===== src/display_pkg.sv =====
/* display timing package
   640x480 raster constants and the screen coordinate type */
package display_pkg;

    typedef logic [9:0] coord_t;  // screen coordinate, fits 0..799

    // horizontal timing in pixels
    localparam coord_t h_res   = 10'd640;  // visible width
    localparam coord_t h_fp    = 10'd16;   // front porch
    localparam coord_t h_sync  = 10'd96;   // sync pulse
    localparam coord_t h_bp    = 10'd48;   // back porch
    localparam coord_t h_total = 10'd800;  // full line incl. blanking

    // vertical timing in lines
    localparam coord_t v_res   = 10'd480;  // visible height
    localparam coord_t v_fp    = 10'd10;   // front porch
    localparam coord_t v_sync  = 10'd2;    // sync pulse
    localparam coord_t v_bp    = 10'd33;   // back porch
    localparam coord_t v_total = 10'd525;  // full frame incl. blanking

    // sync windows, first and last position with sync asserted
    localparam coord_t h_sync_beg = h_res + h_fp;             // 656
    localparam coord_t h_sync_end = h_res + h_fp + h_sync - 1; // 751
    localparam coord_t v_sync_beg = v_res + v_fp;             // 490
    localparam coord_t v_sync_end = v_res + v_fp + v_sync - 1; // 491

    // last position of a line and of a frame
    localparam coord_t h_last = h_total - 1;
    localparam coord_t v_last = v_total - 1;

    // both syncs are active low at 640x480
    localparam logic sync_active = 1'b0;

endpackage


===== src/fb_pkg.sv =====
/* framebuffer package
   image size, address and colour types for the 1-bit framebuffer */
package fb_pkg;

    typedef logic [14:0] fb_addr_t;  // pixel address, 0..19199
    typedef logic        fb_colr_t;  // one colour bit per pixel
    typedef logic [3:0]  rgb_t;      // one vga colour channel

    // image size
    localparam fb_addr_t fb_width  = 15'd160;
    localparam fb_addr_t fb_height = 15'd120;
    localparam fb_addr_t fb_pixels = fb_width * fb_height;  // 19200

    // channel levels for set and clear pixels
    localparam rgb_t rgb_on  = '1;  // full white
    localparam rgb_t rgb_off = '0;  // black

endpackage


===== src/fb_writer.sv =====
/* framebuffer host writer
   four-phase req/ack write port with bounds check and address calculation */
module fb_writer (
    input  logic                clk_pix,
    input  logic                rst,
    input  logic                wr_req,
    input  display_pkg::coord_t wr_x,
    input  display_pkg::coord_t wr_y,
    input  fb_pkg::fb_colr_t    wr_colr,
    output logic                wr_ack,
    output logic                we,
    output fb_pkg::fb_addr_t    addr_write,
    output fb_pkg::fb_colr_t    data_in
);

    typedef enum logic [1:0] {
        idle,          // waiting for wr_req
        ack,           // request taken, write pulse this cycle
        wait_release   // holding ack until wr_req drops
    } state_t;

    state_t state;
    logic in_bounds;          // request lands inside the image
    fb_pkg::fb_addr_t addr;   // y * width + x

    assign in_bounds = (fb_pkg::fb_addr_t'(wr_x) < fb_pkg::fb_width) &&
                       (fb_pkg::fb_addr_t'(wr_y) < fb_pkg::fb_height);
    assign addr = fb_pkg::fb_addr_t'(wr_y) * fb_pkg::fb_width + fb_pkg::fb_addr_t'(wr_x);

    assign wr_ack = (state != idle);  // ack held for the whole transfer

    // handshake fsm and write strobe
    always_ff @(posedge clk_pix) begin
        if (rst) begin
            state <= idle;
            we    <= 1'b0;
        end else begin
            we <= 1'b0;  // single-cycle pulse
            case (state)
                idle: begin
                    if (wr_req) begin
                        state <= ack;
                        we    <= in_bounds;  // out of bounds is acked, not written
                    end
                end
                ack: begin
                    // host may already have dropped req
                    state <= wr_req ? wait_release : idle;
                end
                wait_release: begin
                    if (!wr_req) begin
                        state <= idle;
                    end
                end
                default: state <= idle;
            endcase
        end
    end

    // latch payload with the request
    always_ff @(posedge clk_pix) begin
        if (state == idle && wr_req) begin
            addr_write <= addr;
            data_in    <= wr_colr;
        end
    end

    // write strobe only together with a fresh ack
    assert property (@(posedge clk_pix) disable iff (rst)
        we |-> !$past(wr_ack));

    // ack only ever answers a request
    assert property (@(posedge clk_pix) disable iff (rst)
        $rose(wr_ack) |-> $past(wr_req));

endmodule


===== config.mk =====
export PLATFORM = sky130hd
export DESIGN_NAME = fb_writer
export DESIGN_NICKNAME = d
export VERILOG_FILES = /design/src/display_pkg.sv /design/src/fb_pkg.sv /design/src/fb_writer.sv
export SDC_FILE = /design/constraint.sdc
export NUM_CORES = 1
export LEC_CHECK = 0
export BUFFER_PORTS_ARGS = -buffer_cell sky130_fd_sc_hd__buf_2
export CORE_MARGIN = 1.5
export CORE_UTILIZATION = 45
export DETAILED_ROUTE_END_ITERATION = 10
export PLACE_DENSITY = 0.78
export SLEW_MARGIN = 20
export SYNTH_ARGS = -nofsm -noshare
export SYNTH_HDL_FRONTEND = slang
export SYNTH_SLANG_ARGS = --single-unit
export TNS_END_PERCENT = 10

===== constraint.sdc =====
create_clock -name clk_pix -period 2.4 [get_ports clk_pix]
set_clock_uncertainty 0.05 [all_clocks]
set_input_delay 0.12 -clock clk_pix [delete_from_list [all_inputs] [get_ports clk_pix]]
set_output_delay 0.12 -clock clk_pix [all_outputs]
set_load 0.01 [all_outputs]

==> results.toml <==
[sta]
worst_slew_pin_slew_ns = 0.371
rsz0062_at_grt = "no"
max_freq_mhz = 440
slew_headroom_pct = 75.1
report.final.slew_viol_count = 0
min_period_over_period_pct = 94.7
timing.hold.ws_ns = 0.0466
hold_violations = 0
post-route-min-period_ns = 2.27
finalSetupViolations = 0
worst_slack_ns = 0.128

[clock_network]
clk_path_buf_depth = 2
clk_pin_slew_ns = 0.10
clock_sinks = 19
cts_made_buffers = 3
h-tree-depth = 1
clk_latency_ns = 0.28
cts_tree = "built"
post-cts-setup-buffers = 0
cts-root-buf = "clkbuf_4"
ctsResizeCount = 0

[global_route]
track_usage_pct = 17.2
grt_pass1_vias = 1031
antenna_found_initial = 0
overflow = 0
grt_start_max_net_pins = 16
grt_pass1_wl_um = 4320

[route]
vias = 1022
drt-pass1-iter-count = 5
drt_iter0_markers = 20
drt_wl_total_um = 2440
ant_nets = 0
viasPerCell = 5.11
post-route-drc-count = 0
wire_per_inst_um = 12.2

[placed_design]
place_hpwl_um = 2090
dp_slack_ns = -0.187
placed_cell_area_um2 = 1620
gp_congestion = 0.787
port_buffers = 41

[worst_setup_path]
critical_path.max_stage_delay_ns = 0.50
critPathBufInv = 1
r2r_end = "addr_write[1]"
crit_slowest_cell = "fa_1"
r2r_start = "state[0]"
critPathTopFamily = "adder cells"
reg2reg_slack_ns = 1.00
worstSetupPathType = "input pin to register"
startpoint_type = "input pin"
critical_path_depth = 9
crit_path_end_kind = "register"
r2r_cells = 3
crit_arrival_ns = 2.26
crit_fanout = 4
path_cells = "buf_2 -> ha_1 -> ha_2 -> fa_1 -> ha_4 -> a21oi_2 -> a2111oi_4 -> nand3_2 -> xnor2_1"
required_ns = 2.39

[final_layout]
nFillCells = 202
area_growth_pct = 33.9
stdcell_area_um2 = 1710
drive_gt1_share_pct = 39.1
diodes = 0
final_nets = 214

[floorplanning]
die-height_um = 56.3
die-area_um2 = 3170
core_region_area_um2 = 2730
num_rows = 19
initial_utilization_pct = 46.8
die_x_um = 56.3
ios = 42

[hold_path]
holdPathEnd = "state[1]"
holdCritPathClass = "input pin to register"
hp-start = "rst"
holdPathStages = 3

[synth]
synth_cells = 107
ys_types = 34
synth-warning-count = 0
synthArstFlopShare_pct = 0
ys_seq_area_share_pct = 42.2
synth_nets = 151
synthFlopType = "edfxtp_1"
synth_area_per_cell_um2 = 12.0
synth_seq_cells = 19
synth_area_leaders = "edfxtp_1 38%, ha_1 18%, xnor2_1 8.2%, dfxtp_1 4.7%, nor2_1 3.2%"
synth_enable_flop_cells = 16
synth_largest_area_cell = "edfxtp_1"
yosysTopAreaCellShare_pct = 37.5
synth_area_um2 = 1280

[run]
cap_violations = 0

[pwr]
power_mw = 0.967
power_leakage_nw = 0.776
power_density_nw_per_um2 = 564
peakVddDrop_v = 0.000384

[status]
outcome = "complete, no violations"
-- synthesized netlist by cell type (2+ instances only) --
cell type and count:
edfxtp_1 16, xor2_1 2, o21ai_1 2, nor2b_1 2, o21ai_0 4, xnor2_1 12, nand2_1 2, inv_1 7
nor2_1 11, ha_1 18, fa_1 2, a21oi_1 5, dfxtp_1 3
-- how the worst max path moves through the flow --
stage	startpoint	endpoint
after floorplan	wr_y[1]	addr_write[14]
after global placement	wr_y[1]	addr_write[14]
after detailed placement	wr_y[1]	addr_write[14]
after CTS	wr_y[1]	addr_write[14]
after global routing	wr_y[1]	addr_write[14]
final	wr_y[1]	addr_write[14]
-- cell type report --
type                       instances  area, µm²  area share, %
multi-input combinational         80        724           42.3
sequential                        19        541           31.5
timing repair buffer              59        358           20.9
tap                               31       38.8           2.26
clock buffer                       4       26.3           1.53
inverter                           7       26.3           1.53
-- worst register-to-register path: stages (launching register included) --
cell and delay [ns]:
dfxtp_1 0.33, or2_2 0.31, nor2_1 0.15, buf_4 0.25
-- cell families after synthesis --
group                      share of synthesized area, %
xor gates and xnor gates                           9.58
DFF                                                42.2
adders and majority gates                          20.7
AOI/OAI and AO/OA                                  13.1
buffers and inverters                              2.64
and+or+nand+nor                                    11.7
-- power breakdown --
part           internal, mW  leakage, nW  switching (mW)
Combinational         0.197        0.583           0.199
Clock                0.0644       0.0150          0.0847
Sequential            0.414        0.178         0.00854
-- sequential cells by signal (all words and copies together) (netlist names) --
signal	cells
we	1
data_in	1
addr_write	15
state	2
-- cell usage in the layout, fill, tap and decap left out, types with 3 or more instances in the layout --
cell type and instances:
nor2_1 11, edfxtp_1 16, dlygate4sd3_1 7, o21ai_0 4, buf_2 41, ha_1 16, a21oi_1 4, xnor2_1 12
inv_1 7, buf_4 11, dfxtp_1 3, clkbuf_4 3
-- per-layer routing --
layer	wire length [µm]	GRT usage, %
met1	1020	19.6
met2	1280	32.9
met4	19	6.12
met5	0	0
met3	117	1.84
-- through the flow --
step           utilization, %  setup TNS, ns  instances
2_1_floorplan               -              0        107
3_3_place_gp             59.2         -0.265        189
3_5_place_dp             59.2         -0.369        189
4_1_cts                  62.7              0        200
5_1_grt                  62.7              0        200
6_report                 62.7              0        200
-- what timing repair did --
item                                   4_1_cts  5_1_grt
hold buffers                                 7        0
endpoints found under the hold margin        7        0
setup endpoints to repair                    0        0
No activity file was read; power rests on OpenSTA's default activity.
