$ cat src/display_pkg.sv
/* display timing package
   640x480 raster constants and the screen coordinate type */
package display_pkg;

    typedef logic [9:0] coord_t;  // screen coordinate, fits 0..799

    // horizontal timing in pixels
    localparam coord_t h_res   = 10'd640;  // visible width
    localparam coord_t h_fp    = 10'd16;   // front porch
    localparam coord_t h_sync  = 10'd96;   // sync pulse
    localparam coord_t h_bp    = 10'd48;   // back porch
    localparam coord_t h_total = 10'd800;  // full line incl. blanking

    // vertical timing in lines
    localparam coord_t v_res   = 10'd480;  // visible height
    localparam coord_t v_fp    = 10'd10;   // front porch
    localparam coord_t v_sync  = 10'd2;    // sync pulse
    localparam coord_t v_bp    = 10'd33;   // back porch
    localparam coord_t v_total = 10'd525;  // full frame incl. blanking

    // sync windows, first and last position with sync asserted
    localparam coord_t h_sync_beg = h_res + h_fp;             // 656
    localparam coord_t h_sync_end = h_res + h_fp + h_sync - 1; // 751
    localparam coord_t v_sync_beg = v_res + v_fp;             // 490
    localparam coord_t v_sync_end = v_res + v_fp + v_sync - 1; // 491

    // last position of a line and of a frame
    localparam coord_t h_last = h_total - 1;
    localparam coord_t v_last = v_total - 1;

    // both syncs are active low at 640x480
    localparam logic sync_active = 1'b0;

endpackage

$ cat src/display_if.sv
/* raster bus
   position, syncs and blanking from the timing generator to the scanout */
interface display_if;

    display_pkg::coord_t sx;   // horizontal position
    display_pkg::coord_t sy;   // vertical position
    logic hsync;               // horizontal sync, active low
    logic vsync;               // vertical sync, active low
    logic de;                  // inside the 640x480 visible area
    logic frame_end;           // one cycle at (799, 524)

    // timing generator side
    modport src (
        output sx, sy, hsync, vsync, de, frame_end
    );

    // scanout side
    modport dst (
        input sx, sy, hsync, vsync, de, frame_end
    );

endinterface

$ cat src/display_timings.sv
/* display timing generator
   800x525 raster counters with sync, data enable and end of frame decode */
module display_timings (
    input  logic   clk_pix,
    input  logic   rst,
    display_if.src disp
);

    display_pkg::coord_t sx;
    display_pkg::coord_t sy;
    logic line_end;  // last pixel of the current line

    assign line_end = (sx == display_pkg::h_last);

    // position counters, one pixel per clock
    always_ff @(posedge clk_pix) begin
        if (rst) begin
            sx <= '0;  // first cycle out of reset is (0,0)
            sy <= '0;
        end else if (line_end) begin
            sx <= '0;
            if (sy == display_pkg::v_last) begin
                sy <= '0;  // wrap to top of next frame
            end else begin
                sy <= sy + 1'b1;
            end
        end else begin
            sx <= sx + 1'b1;
        end
    end

    // sync and blanking decode straight from the counters
    always_comb begin
        disp.sx = sx;
        disp.sy = sy;
        if (sx >= display_pkg::h_sync_beg && sx <= display_pkg::h_sync_end) begin
            disp.hsync = display_pkg::sync_active;
        end else begin
            disp.hsync = ~display_pkg::sync_active;
        end
        if (sy >= display_pkg::v_sync_beg && sy <= display_pkg::v_sync_end) begin
            disp.vsync = display_pkg::sync_active;
        end else begin
            disp.vsync = ~display_pkg::sync_active;
        end
        disp.de        = (sx < display_pkg::h_res) && (sy < display_pkg::v_res);
        disp.frame_end = line_end && (sy == display_pkg::v_last);
    end

    // counters never leave the raster
    assert property (@(posedge clk_pix) disable iff (rst)
        (sx < display_pkg::h_total) && (sy < display_pkg::v_total));

endmodule

$ cat src/flat_wrapper.sv
// flat-port wrapper written by rule: the top's interface ports become plain ports
module display_timings_flat 
  (clk_pix, rst, disp_sx, disp_sy, disp_hsync, disp_vsync, disp_de, disp_frame_end);
  display_if disp_i ();
  input  logic clk_pix;
  input  logic rst;
  output wire logic [$bits(disp_i.sx)-1:0] disp_sx;
  output wire logic [$bits(disp_i.sy)-1:0] disp_sy;
  output wire logic [$bits(disp_i.hsync)-1:0] disp_hsync;
  output wire logic [$bits(disp_i.vsync)-1:0] disp_vsync;
  output wire logic [$bits(disp_i.de)-1:0] disp_de;
  output wire logic [$bits(disp_i.frame_end)-1:0] disp_frame_end;
  assign disp_sx = disp_i.sx;
  assign disp_sy = disp_i.sy;
  assign disp_hsync = disp_i.hsync;
  assign disp_vsync = disp_i.vsync;
  assign disp_de = disp_i.de;
  assign disp_frame_end = disp_i.frame_end;
  display_timings u_core (.clk_pix(clk_pix), .rst(rst), .disp(disp_i));
endmodule
$ cat config.mk
export PLATFORM = sky130hd
export DESIGN_NAME = display_timings_flat
export DESIGN_NICKNAME = d
export VERILOG_FILES = /design/src/display_pkg.sv /design/src/display_if.sv /design/src/display_timings.sv /design/src/flat_wrapper.sv
export SDC_FILE = /design/constraint.sdc
export NUM_CORES = 1
export LEC_CHECK = 0
export ABC_AREA = 1
export ABC_CLOCK_PERIOD_IN_PS = 1300
export BUFFER_PORTS_ARGS = -buffer_cell sky130_fd_sc_hd__buf_2
export CORE_MARGIN = 2
export CORE_UTILIZATION = 48
export DETAILED_ROUTE_END_ITERATION = 16
export PLACE_DENSITY_LB_ADDON = 0.08
export SKIP_CTS_REPAIR_TIMING = 1
export SLEW_MARGIN = 20
export SYNTH_ARGS = -nofsm -noshare
export SYNTH_HDL_FRONTEND = slang
export SYNTH_SLANG_ARGS = --single-unit
$ cat constraint.sdc
create_clock -name clk_pix -period 1.3 [get_ports clk_pix]
set_input_delay 0.13 -clock clk_pix [delete_from_list [all_inputs] [get_ports clk_pix]]
set_output_delay 0.13 -clock clk_pix [all_outputs]
set_load 0.02 [all_outputs]
==> results_dict.tcl <==
set metrics [dict create \
    outcome "finished with violations" \
    violations "negative setup slack" \
    avgSynthCellArea_sq_um 6.88 \
    grt_pass1_wl_mm 4.60 \
    start_util 0.498 \
    syn_inst 176 \
    slew_viol_final 0 \
    maxCapViolCount 0 \
    worstMarginPinSlew_ns 0.333 \
    post-route-period-util 1.25 \
    finClkSkew_ns 0.00812 \
    layout_min_cycle_time_ns 1.63 \
    crit_fanout 2 \
    fin_cells 256 \
    grt_max_degree 12 \
    vias 1355 \
    place_inst 246 \
    numCtsBuffers 3 \
    synth_fp_nets 182 \
    synth_top_cell_by_area "dfxtp_1" \
    reg2reg_from "u_core.disp.sx[0]$_SDFF_PP0_" \
    synthAdderAreaFrac 0.0413 \
    port_buffers 25 \
    grt_util_all_layers 0.215 \
    overflow 0 \
    slowest_delay_ns 0.34 \
    synth_top_family_by_area "simple AND/OR/NAND/NOR gates" \
    slew_headroom 0.778 \
    cts.sinks 20 \
    path_depth 5 \
    cp_data_arrival_time_ns 1.50 \
    drt_wl_total_mm 3.55 \
    startpoint "u_core.disp.sy[0]$_SDFFE_PP0P_" \
    yosysMostFrequentCell "nand2_1" \
    num_rows 18 \
    drt_iter0_drc 26 \
    ios 26 \
    yosys_warnings 0 \
    setup_violations 21 \
    endpoint "disp_frame_end" \
    die_h_um 54.2 \
    reg2reg_depth 8 \
    path_class "reg -> out" \
    clk_latency_ns 0.32 \
    clkTransAtPathRegs_ns 0.12 \
    end_kind "output pin" \
    synthFlopType "dfxtp_1" \
    synth.area.mux_share 0 \
    rsz0062_at_grt "yes" \
    viasPerCell 5.29 \
    worstHoldPathType "reg -> reg" \
    rrSetupSlack_ns -0.10 \
    grt_pass1_vias 1119 \
    ir_drop_uv 499 \
    dieArea_sq_um 2940 \
    syn_to_final_growth_pct 51.8 \
    timing.rr.end "u_core.disp.sy[4]$_SDFFE_PP0P_" \
    routedWlPerCell_um 13.9 \
    yosysSeqAreaShare 0.331 \
    drc 0 \
    n_antenna_cell 0 \
    critical_path_buf_inv_count 2 \
    dp_slack_ns 0.00231 \
    die_w_um 54.2 \
    drive_gt1_frac 0.496 \
    crit_required_ns 1.17 \
    fmax_mhz 615 \
    htreeDepth 1 \
    tritoncts "yes" \
    placed_cell_area_sq_um 1550 \
    first_pass_iters 4 \
    synth_compound_area_frac 0.0506 \
    coreArea_sq_um 2430 \
    antenna_found_initial 0 \
    cts_root_buf "clkbuf_4" \
    fin_area_sq_um 1840 \
    ant_nets 0 \
    synth_common_cells "nand2_1, nor2_1, inv_1" \
    synthSimpleGateAreaFrac 0.460 \
    ys_seq_elements 20 \
    hold_viol_final 0 \
    p_leak_nw 0.838 \
    fin_nets 233 \
    cp_slowest_cell "dfxtp_2" \
    synth-xor-area-share 0.0217 \
    hpwl_mm 2.30 \
    fin_setup_tns_ns -1.97 \
    synth_top_area_frac 0.331 \
    cpLargestDelayFamily "simple AND/OR/NAND/NOR gates" \
    fin_util 0.756 \
    synthDistinctLibCells 24 \
    synth_edf_count 0 \
    start_kind "flip-flop" \
    synth_area_sq_um 1210 \
    synth-async-reset-ratio 0 \
    synthTopCellsByArea "dfxtp_1, nand2_1, nor2_1, inv_1, nand3_1" \
    power_density_nw_per_um2 574 \
    gp_congestion 0.910 \
    worst_slack_ns -0.326 \
    worstPathCellList "inv_1 > ha_4 > nand3_4 > nor4_4 > buf_4" \
    clockBufferDepth 2 \
]
-- worst min-delay path, delay by kind of cell, from the launching register on --
kind	cells	cell delay, ns
DFF	1	0.37
and+or+nand+nor	1	0.07
AOI/OAI and AO/OA	1	0.05
-- registers in the layout, summed over array words and instances (netlist names) --
name            count
u_core.disp.sy     10
u_core.disp.sx     10
-- layout by cell type (no fill, tap or decap), drive strengths merged --
| master | netlist | layout |
|---|---|---|
| a21oi | 5 | 5 |
| buf | 1 | 45 |
| clkbuf | 0 | 4 |
| clkinv | 1 | 2 |
| dfxtp | 20 | 20 |
| dlygate4sd3 | 0 | 1 |
| ha | 4 | 4 |
| inv | 27 | 27 |
| nand2 | 40 | 40 |
| nand3 | 17 | 17 |
| nand4 | 6 | 6 |
| nor2 | 38 | 38 |
| nor3 | 4 | 4 |
| nor3b | 1 | 1 |
| nor4 | 3 | 3 |
| o21ai | 3 | 3 |
| o21bai | 2 | 2 |
| o22ai | 1 | 1 |
| xor2 | 3 | 3 |
-- final cells by class --
cell class	instances	area [sq um]
sequential	20	430
timing repair buffer	47	354
multi-input combinational	127	882
tap	30	37.5
clock inverter	1	3.75
inverter	28	108
fill	191	594
clock buffer	3	22.5
-- kinds of logic (layout without fill, tap and decap cells) --
family | Yosys count | after routing
buf+inv | 29 | 79
xor+xnor | 3 | 3
simple gates | 109 | 109
flops | 20 | 20
fa+ha+maj | 4 | 4
compound gates | 11 | 11
-- through the flow --
step                hold WS (ns)  power, mW
floorplan                  0.199      0.688
global placement           0.323      0.716
detailed placement         0.323      0.718
CTS                      -0.0235       1.04
global route               0.535       1.08
finish                     0.508       1.05
-- power breakdown --
part | internal (mW) | switching [mW] | total (mW)
logic | 0.0467 | 0.0544 | 0.101
clock network | 0.113 | 0.216 | 0.329
registers | 0.616 | 0.00895 | 0.625
total | 0.775 | 0.280 | 1.05
-- per-layer routing --
metal	global-route usage	vias up	wire [um]	share of wire
met5	0	-	0	0
met4	0.104	0	105	0.030
met3	0.0328	11	218	0.061
met2	0.347	49	1870	0.53
met1	0.277	631	1350	0.38
li1	-	664	-	-
-- how the worst min path moves through the flow --
stage                              startpoint                             end  slack (ns)  cells after the start
3_3_place_gp                              rst  u_core.disp.sy[8]$_SDFFE_PP0P_        0.32                      2
5_1_grt                                   rst  u_core.disp.sy[8]$_SDFFE_PP0P_        0.54                      3
4_1_cts                                   rst  u_core.disp.sy[8]$_SDFFE_PP0P_       -0.02                      2
3_5_place_dp                              rst  u_core.disp.sy[8]$_SDFFE_PP0P_        0.32                      2
6_report       u_core.disp.sy[6]$_SDFFE_PP0P_  u_core.disp.sy[6]$_SDFFE_PP0P_        0.51                      2
2_1_floorplan                             rst  u_core.disp.sy[6]$_SDFFE_PP0P_        0.20                      1
Note: power is estimated with default switching activity, not from simulation.
