**config.mk**
```make
export PLATFORM = sky130hd
export DESIGN_NAME = fb_scanout_flat
export DESIGN_NICKNAME = d
export VERILOG_FILES = /design/src/display_pkg.sv /design/src/fb_pkg.sv /design/src/display_if.sv /design/src/fb_scanout.sv /design/src/flat_wrapper.sv
export SDC_FILE = /design/constraint.sdc
export NUM_CORES = 1
export LEC_CHECK = 0
export BUFFER_PORTS_ARGS = -buffer_cell sky130_fd_sc_hd__clkbuf_2
export CORE_ASPECT_RATIO = 0.8
export CORE_MARGIN = 4
export CORE_UTILIZATION = 39
export DETAILED_ROUTE_END_ITERATION = 12
export PLACE_DENSITY = 0.77
export SLEW_MARGIN = 20
export SYNTH_ARGS = -nofsm -noshare
export SYNTH_HDL_FRONTEND = slang
export SYNTH_SLANG_ARGS = --single-unit
```
**constraint.sdc**
```tcl
create_clock -name clk_pix -period 1.7 [get_ports clk_pix]
set_input_delay 0.34 -clock clk_pix [delete_from_list [all_inputs] [get_ports clk_pix]]
set_output_delay 0.34 -clock clk_pix [all_outputs]
set_load 0.1 [all_outputs]
```
**src/display_pkg.sv**
```systemverilog
/* display timing package
   640x480 raster constants and the screen coordinate type */
package display_pkg;

    typedef logic [9:0] coord_t;  // screen coordinate, fits 0..799

    // horizontal timing in pixels
    localparam coord_t h_res   = 10'd640;  // visible width
    localparam coord_t h_fp    = 10'd16;   // front porch
    localparam coord_t h_sync  = 10'd96;   // sync pulse
    localparam coord_t h_bp    = 10'd48;   // back porch
    localparam coord_t h_total = 10'd800;  // full line incl. blanking

    // vertical timing in lines
    localparam coord_t v_res   = 10'd480;  // visible height
    localparam coord_t v_fp    = 10'd10;   // front porch
    localparam coord_t v_sync  = 10'd2;    // sync pulse
    localparam coord_t v_bp    = 10'd33;   // back porch
    localparam coord_t v_total = 10'd525;  // full frame incl. blanking

    // sync windows, first and last position with sync asserted
    localparam coord_t h_sync_beg = h_res + h_fp;             // 656
    localparam coord_t h_sync_end = h_res + h_fp + h_sync - 1; // 751
    localparam coord_t v_sync_beg = v_res + v_fp;             // 490
    localparam coord_t v_sync_end = v_res + v_fp + v_sync - 1; // 491

    // last position of a line and of a frame
    localparam coord_t h_last = h_total - 1;
    localparam coord_t v_last = v_total - 1;

    // both syncs are active low at 640x480
    localparam logic sync_active = 1'b0;

endpackage

```
**src/fb_pkg.sv**
```systemverilog
/* framebuffer package
   image size, address and colour types for the 1-bit framebuffer */
package fb_pkg;

    typedef logic [14:0] fb_addr_t;  // pixel address, 0..19199
    typedef logic        fb_colr_t;  // one colour bit per pixel
    typedef logic [3:0]  rgb_t;      // one vga colour channel

    // image size
    localparam fb_addr_t fb_width  = 15'd160;
    localparam fb_addr_t fb_height = 15'd120;
    localparam fb_addr_t fb_pixels = fb_width * fb_height;  // 19200

    // channel levels for set and clear pixels
    localparam rgb_t rgb_on  = '1;  // full white
    localparam rgb_t rgb_off = '0;  // black

endpackage

```
**src/display_if.sv**
```systemverilog
/* raster bus
   position, syncs and blanking from the timing generator to the scanout */
interface display_if;

    display_pkg::coord_t sx;   // horizontal position
    display_pkg::coord_t sy;   // vertical position
    logic hsync;               // horizontal sync, active low
    logic vsync;               // vertical sync, active low
    logic de;                  // inside the 640x480 visible area
    logic frame_end;           // one cycle at (799, 524)

    // timing generator side
    modport src (
        output sx, sy, hsync, vsync, de, frame_end
    );

    // scanout side
    modport dst (
        input sx, sy, hsync, vsync, de, frame_end
    );

endinterface

```
**src/fb_scanout.sv**
```systemverilog
/* framebuffer scanout
   read address sequencing, sync delay and colour output aligned to ram latency */
module fb_scanout (
    input  logic             clk_pix,
    input  logic             rst,
    display_if.dst           disp,
    output fb_pkg::fb_addr_t addr_read,
    input  fb_pkg::fb_colr_t data_out,
    output logic             vga_hsync,
    output logic             vga_vsync,
    output fb_pkg::rgb_t     vga_r,
    output fb_pkg::rgb_t     vga_g,
    output fb_pkg::rgb_t     vga_b
);

    logic fb_active;  // position inside the 160x120 image
    logic active_d1;  // stage 1 matches ram read data
    logic hsync_d1;
    logic vsync_d1;
    fb_pkg::rgb_t colr;

    assign fb_active = disp.de &&
                       (fb_pkg::fb_addr_t'(disp.sx) < fb_pkg::fb_width) &&
                       (fb_pkg::fb_addr_t'(disp.sy) < fb_pkg::fb_height);

    // address walks the image in raster order
    always_ff @(posedge clk_pix) begin
        if (rst || disp.frame_end) begin
            addr_read <= '0;  // restart at top-left
        end else if (fb_active) begin
            addr_read <= addr_read + 1'b1;
        end
    end

    // stage 1 while ram reads
    always_ff @(posedge clk_pix) begin
        if (rst) begin
            active_d1 <= 1'b0;
            hsync_d1  <= ~display_pkg::sync_active;
            vsync_d1  <= ~display_pkg::sync_active;
        end else begin
            active_d1 <= fb_active;
            hsync_d1  <= disp.hsync;
            vsync_d1  <= disp.vsync;
        end
    end

    assign colr = (active_d1 && data_out) ? fb_pkg::rgb_on : fb_pkg::rgb_off;

    // stage 2 output registers
    always_ff @(posedge clk_pix) begin
        if (rst) begin
            vga_hsync <= ~display_pkg::sync_active;  // idle high
            vga_vsync <= ~display_pkg::sync_active;
            vga_r     <= fb_pkg::rgb_off;
            vga_g     <= fb_pkg::rgb_off;
            vga_b     <= fb_pkg::rgb_off;
        end else begin
            vga_hsync <= hsync_d1;
            vga_vsync <= vsync_d1;
            vga_r     <= colr;  // all channels equal
            vga_g     <= colr;
            vga_b     <= colr;
        end
    end

    // black outside the image and through blanking
    // outputs show the raster position from two clocks back
    assert property (@(posedge clk_pix) disable iff (rst)
        ((fb_pkg::fb_addr_t'($past(disp.sx, 2)) >= fb_pkg::fb_width) ||
         (fb_pkg::fb_addr_t'($past(disp.sy, 2)) >= fb_pkg::fb_height)) |->
        (vga_r == fb_pkg::rgb_off && vga_g == fb_pkg::rgb_off &&
         vga_b == fb_pkg::rgb_off));

endmodule

```
**src/flat_wrapper.sv**
```systemverilog
// flat-port wrapper written by rule: the top's interface ports become plain ports
module fb_scanout_flat 
  (clk_pix, rst, addr_read, data_out, vga_hsync, vga_vsync, vga_r, vga_g, vga_b, disp_sx, disp_sy, disp_hsync, disp_vsync, disp_de, disp_frame_end);
  display_if disp_i ();
  input  logic clk_pix;
  input  logic rst;
  output fb_pkg::fb_addr_t addr_read;
  input  fb_pkg::fb_colr_t data_out;
  output logic vga_hsync;
  output logic vga_vsync;
  output fb_pkg::rgb_t vga_r;
  output fb_pkg::rgb_t vga_g;
  output fb_pkg::rgb_t vga_b;
  input wire logic [$bits(disp_i.sx)-1:0] disp_sx;
  input wire logic [$bits(disp_i.sy)-1:0] disp_sy;
  input wire logic [$bits(disp_i.hsync)-1:0] disp_hsync;
  input wire logic [$bits(disp_i.vsync)-1:0] disp_vsync;
  input wire logic [$bits(disp_i.de)-1:0] disp_de;
  input wire logic [$bits(disp_i.frame_end)-1:0] disp_frame_end;
  assign disp_i.sx = disp_sx;
  assign disp_i.sy = disp_sy;
  assign disp_i.hsync = disp_hsync;
  assign disp_i.vsync = disp_vsync;
  assign disp_i.de = disp_de;
  assign disp_i.frame_end = disp_frame_end;
  fb_scanout u_core (.clk_pix(clk_pix), .rst(rst), .disp(disp_i), .addr_read(addr_read), .data_out(data_out), .vga_hsync(vga_hsync), .vga_vsync(vga_vsync), .vga_r(vga_r), .vga_g(vga_g), .vga_b(vga_b));
endmodule
```
==> summary.md, run 1 <==
| Metric | Value |
|---|---|
| Outcome | finished clean |
| Top cell type's share of synthesized area | 40.6% |
| Setup Skew | 0.00216 ns |
| RSZ-0062 raised after global routing | no |
| Resized cells post-CTS | 0 |
| Grt total ovfl | 0 |
| Setup bufs post-CTS | 0 |
| CP bufs+invs | 1 |
| Fmax | 641 MHz |
| Vias/cell | 5.20 |
| Critical path type | flop to output port |
| Core area | 0.00248 mm² |
| Clk root buf | clkbuf_4 |
| Slew Viols, Final | 0 |
| Worst Setup SP | u_core.vga_r[2] |
| Post-synthesis adder-cell area fraction | 1.21% |
| Post-synth EDFFs | 0 |
| Startpoint class of the critical path | flop |
| Hold Buf Count CTS | 0 |
| Residual DRC count | 0 |
| Layout cells sized above 1 | 49.0% |
| Compound-cell area share of the yosys netlist | 15.6% |
| ANT nets after route | 0 |
| Async S/R FF share, synth | 0% |
| Gr usage total | 13.4% |
| Sequential cell area fraction in the yosys report | 40.6% |
| Pwr dens | 589 mW/mm² |
| Die width | 65.6 µm |
| Mapped Nets | 145 |
| Clock sink count | 21 |
| Worst R2R Start | u_core.addr_read[0] |
| Post-synthesis mux area share | 0.967% |
| Max Root-Sink Buffers | 2 |
| Yosys warns | 0 |
| CP max stage cell | clkbuf_2 |
| Final hold violations | 0 |
| Critical Path, Cell by Cell | clkbuf_2 |
| HPWL Detailed | 1790 µm |
| Worst-path clk slew | 0.11 ns |
| Commonest non-fill, non-tap cell in the layout | clkbuf_2 |
| Antenna diodes | 0 |
| Final WL | 2260 µm |
| Max Cap Viol | 0 |
| Initial DRC count | 22 |
| Xor/xnor cell area share of the yosys netlist | 0.846% |
| Arrival time at the worst endpoint | 1.22 ns |
| Reg2reg setup slack | 0.17 ns |
| Crit-path leading delay family | buffers and inverters |
| Synth top area cells | dfxtp_1 (41%), buf_4 (8.0%), o31ai_1 (6.5%) |
| Post-Synth Simple-Gate Area | 29.7% |
| First-pass GRT wire length | 3610 µm |
| Largest family of logic cells by synthesized area | simple AND/OR/NAND/NOR gates |
| Crit Path Max Fanout | 12 |
| CTS tree | done |
| Die Y | 54.1 µm |
| Final period util | 91.7% |
| Vias in the first global route | 857 |
| Final Cell Area | 0.00132 mm² |
| Synthesis-to-finish area growth | 27.1% |
| Crit path required time | 1.36 ns |
| Period minus WS final | 1.56 ns |
| FF-to-FF End | u_core.addr_read[12] |
| Nets | 186 |
| Max incr delay on CP | 0.49 ns |
| Crit path depth | 1 |
| Largest area contributor in the netlist | dfxtp_1 |
| Leak pwr | 0.522 nW |
| Slew Limit Headroom | 63.9% |
| Antenna violations before repair | 0 |
| CTS H-tree lvls | 1 |
| TritonCTS Buffers | 3 |
| Most frequent cells in the layout | clkbuf_2 (47), a21oi_1 (13), dfxtp_4 (11) |
| Via count | 1,003 |
| WL per Instance | 11.7 µm |
| Starting Density | 41.7% |
| # rows | 16 |
| Largest net degree at the start of global routing | 17 |
| RD Place Congestion | 0.756 |
| Avg Inst Size Synth | 8.84 µm² |
| Ys flop type | dfxtp_1 |
| Number of synthesized register bits | 21 |
| Ports | 56 |
| Peak VDD IR | 0.354 mV |
| Min-delay worst type | input pin to flop |
| I/O Buffers | 47 |
| Worst Setup End Kind | output port |
| Cells after Synth | 117 |
| Die footprint | 0.00355 mm² |
| Unique masters post-synth | 26 |
| Reg2Reg Depth | 5 |
| Worst skew pair latency | 0.30 ns |
| Dpl cell area | 0.00129 mm² |
| Post-Route Setup TNS | 0 ns |
| Worst Max-Slew Pin Slew | 0.545 ns |
| Synthesized area | 0.00103 mm² |
| CP endpoint | vga_g[3] |
| Setup violators final | 0 |
| First-pass DRT Iterations | 4 |
layout make-up:
| type | count | area (µm²) |
|---|---|---|
| Clock buffer | 4 | 26.3 |
| Tap cell | 36 | 45.0 |
| Fill cell | 252 | 1170 |
| Multi-Input combinational cell | 79 | 500 |
| Inverter | 1 | 3.75 |
| Timing Repair Buffer | 52 | 273 |
| Sequential cell | 21 | 467 |
sequential cells by signal (all words and copies together), names as in the netlist:
| name | count |
|---|---|
| u_core.active_d1 | 1 |
| u_core.addr_read | 15 |
| u_core.hsync_d1 | 1 |
| u_core.vga_hsync | 1 |
| u_core.vga_r | 1 |
| u_core.vga_vsync | 1 |
| u_core.vsync_d1 | 1 |
cell usage after synthesis (4+ instances only):
cell type and n:
or4_1 9, nand2_1 9, dfxtp_1 21, a21oi_1 13
or2_2 5, o21ai_0 4, o31ai_1 9, buf_4 11
nor2_1 6, nand4_1 6
metrics by stage:
stage | hold slack, ns | util [%] | total power [mW] | instances | worst slack [ns]
finish | 0.215 | 53.0 | 0.775 | 193 | 0.141
CTS | 0.212 | 53.0 | 0.785 | 193 | 0.122
detailed placement | 0.394 | 51.9 | 0.552 | 189 | -0.162
floorplan | 0.389 | - | 0.525 | 117 | 0.00566
global route | 0.208 | 53.0 | 0.806 | 193 | 0.0205
global placement | 0.394 | 51.9 | 0.551 | 189 | -0.0776
logic make-up after synthesis:
group	Yosys count
and+or+nand+nor	49
DFF	21
xor gates and xnor gates	1
AOI/OAI and AO/OA	27
buffers and inverters	17
adders and majority gates	1
muxes	1
layer usage:
layer,vias up,global-route usage [%],wire length [µm]
met3,2,4.18,157
met4,0,6.21,27
li1,503,-,-
met2,30,22.9,1090
met5,-,0,0
met1,468,15.6,985
worst min path at each step:
stage                                from                to  depth (start not counted)
after floorplan           u_core.hsync_d1  u_core.vga_hsync                          1
after global placement    u_core.hsync_d1  u_core.vga_hsync                          1
after detailed placement  u_core.vsync_d1  u_core.vga_vsync                          1
after CTS                      disp_hsync   u_core.hsync_d1                          2
after global routing           disp_hsync   u_core.hsync_d1                          2
final                          disp_hsync   u_core.hsync_d1                          2
where the power goes:
group	switching [mW]	total, mW	internal, mW	leakage, nW
clock	0.143	0.235	0.0913	0.0150
sequential	0.000950	0.480	0.479	0.181
combinational	0.0369	0.0607	0.0237	0.326
total	0.181	0.775	0.594	0.522
No activity file was read; power rests on OpenSTA's default activity.
==> inputs of run 2 (changes only) <==
CORE_ASPECT_RATIO = unset   (was 0.8)
==> run 2 against run 1 <==
Compared with the run above:
- clock power fell by 2%
- clock skew rose by 0.0022 ns
- critical path depth did not move
- count of clock-buffer cells in the layout fell by 1
- non-clock buffer count rose by 4
- critical path type unchanged
- critical endpoint is now vga_r[3]
==> summary.md, run 2 (synthesis results as in run 1) <==
| Metric | Value |
|---|---|
| Residual DRC count | 0 (unchanged) |
| Final hold violations | 0 (unchanged) |
| Final WL | 2380 µm (+5.0%) |
| RD Place Congestion | 0.773 (+2.3%) |
| Final Util | 53.7% (+0.68 points) |
| Setup Skew | 0.00440 ns (+0.00224 ns) |
| Slew Limit Headroom | 63.5% (-0.34 points) |
| Initial DRC count | 35 (+59%) |
| Die Y | 59.5 µm (+10%) |
| Commonest non-fill, non-tap cell in the layout | clkbuf_2 |
| Hold_ws | 0.224 ns (+0.00939 ns) |
| Min-delay worst type | input pin to flop |
| Outcome | finished clean |
| Via count | 1,021 (+1.8%) |
| Grt total ovfl | 0 (unchanged) |
| Reg2reg setup slack | 0.16 ns (about the same) |
| Crit Path Max Fanout | 12 (unchanged) |
| Period minus WS final | 1.56 ns (-0.000588 ns) |
| Largest net degree at the start of global routing | 16 (-1) |
| Worst Max-Slew Pin Slew | 0.550 ns (+0.00512 ns) |
| TritonCTS Buffers | 3 (unchanged) |
| # rows | 18 (+2) |
| CTS tree | done |
| Worst Setup End Kind | output port |
| Critical path type | flop to output port |
| Layout cells sized above 1 | 51.6% (+2.5 points) |
| Final period util | 91.7% (about the same) |
| Critical Path, Cell by Cell | clkbuf_2 |
| Die footprint | 0.00354 mm² (-0.14%) |
| Most frequent cells in the layout | clkbuf_2 (47), a21oi_1 (13), dfxtp_4 (11) |
| Setup violators final | 0 (unchanged) |
| Vias in the first global route | 984 (+15%) |
| Core area | 0.00250 mm² (+0.71%) |
| Setup bufs post-CTS | 0 (unchanged) |
| Startpoint class of the critical path | flop |
| Antenna diodes | 0 (unchanged) |
| Nets | 190 (+2.2%) |
| Starting Density | 41.4% (-0.29 points) |
| Crit path required time | 1.36 ns (about the same) |
| Max Root-Sink Buffers | 2 (unchanged) |
| Worst-path clk slew | 0.11 ns (about the same) |
| Max FFs per register | 15 (unchanged) |
| Ports | 56 (unchanged) |
| Reg with most FFs | u_core.addr_read |
| RSZ-0062 raised after global routing | no |
| CP max stage cell | clkbuf_2 |
| Clk root buf | clkbuf_4 |
| Arrival time at the worst endpoint | 1.22 ns (about the same) |
| WL per Instance | 12.4 µm (+6.1%) |
| Worst R2R Start | u_core.addr_read[0] |
| Hold path cells | 2 (unchanged) |
| HPWL Detailed | 1900 µm (+6.0%) |
| Die width | 59.5 µm (-9.3%) |
| Clock sink count | 21 (unchanged) |
| Reg2Reg Depth | 5 (unchanged) |
| Hold Buf Count CTS | 0 (unchanged) |
| ANT nets after route | 0 (unchanged) |
| Worst Hold End | u_core.hsync_d1 |
| FF-to-FF End | u_core.addr_read[12] |
| Crit path depth | 1 (unchanged) |
| First-pass GRT wire length | 4070 µm (+13%) |
| Synthesis-to-finish area growth | 29.6% |
| Leak pwr | 0.543 nW (+4.0%) |
| CP bufs+invs | 1 (unchanged) |
| Vias/cell | 5.35 (+2.9%) |
| Slew Viols, Final | 0 (unchanged) |
| Antenna violations before repair | 0 (unchanged) |
| Max Cap Viol | 0 (unchanged) |
| CTS H-tree lvls | 1 (unchanged) |
| Worst Min Path Start | disp_hsync |
| Crit-path leading delay family | buffers and inverters |
| Overall power | 773 µW (-0.21%) |
| Fmax | 642 MHz (about the same) |
| I/O Buffers | 47 (unchanged) |
| Max incr delay on CP | 0.49 ns (about the same) |
| Worst skew pair latency | 0.29 ns (about the same) |
| Peak VDD IR | 0.407 mV (+15%) |
| Pwr dens | 577 mW/mm² (-2.2%) |
| Post-Route Setup TNS | 0 ns (unchanged) |
| First-pass DRT Iterations | 4 (unchanged) |
| Gr usage total | 14.5% (+1.1 points) |
==> run 2: layer usage <==
| metal | global-route usage (%) | vias to the layer above | part of all wire [%] |
|---|---|---|---|
| met5 | 0 | - | 0 |
| met4 | 5.70 | 0 | 1.1 |
| met3 | 1.53 | 2 | 8.0 |
| li1 | - | 521 | - |
| met1 | 17.5 | 461 | 41 |
| met2 | 25.9 | 37 | 50 |
==> run 2: how the worst max path moves through the flow <==
stage                         from                   end  slack, ns
2_1_floorplan  u_core.addr_read[2]  u_core.addr_read[11]      0.006
3_3_place_gp            disp_sx[9]   u_core.addr_read[5]      -0.09
3_5_place_dp            disp_sx[9]   u_core.addr_read[5]      -0.14
4_1_cts            u_core.vga_r[2]              vga_r[3]       0.12
5_1_grt        u_core.addr_read[0]   u_core.addr_read[8]       0.05
6_report           u_core.vga_r[2]              vga_r[3]       0.14
==> run 2: final cells by class <==
| cell class | instances | area (µm²) |
|---|---|---|
| fill | 224 | 1160 |
| sequential | 21 | 467 |
| timing repair buffer | 56 | 303 |
| clock inverter | 1 | 5.00 |
| inverter | 1 | 3.75 |
| clock buffer | 3 | 22.5 |
| tap | 30 | 37.5 |
| multi-input combinational | 79 | 503 |
==> run 2: per-stage QoR <==
step	instances	setup slack, ns	instance area, µm²
final	191	0.141	1340
after global routing	191	0.0506	1340
after CTS	191	0.124	1340
after detailed placement	187	-0.135	1310
after global placement	187	-0.0923	1310
after floorplan	117	0.00566	1080
==> run 2: what timing repair did <==
item | 4_1_cts | 5_1_grt
endpoints found under the hold margin | 0 | 0
endpoints found under the setup margin | 0 | 1
gates resized for setup | 0 | 1
==> run 2: report_power, final <==
group | switching [mW] | leakage (nW) | internal, mW
sequential | 0.00106 | 0.181 | 0.479
clock | 0.143 | 0.0177 | 0.0875
combinational | 0.0376 | 0.344 | 0.0256
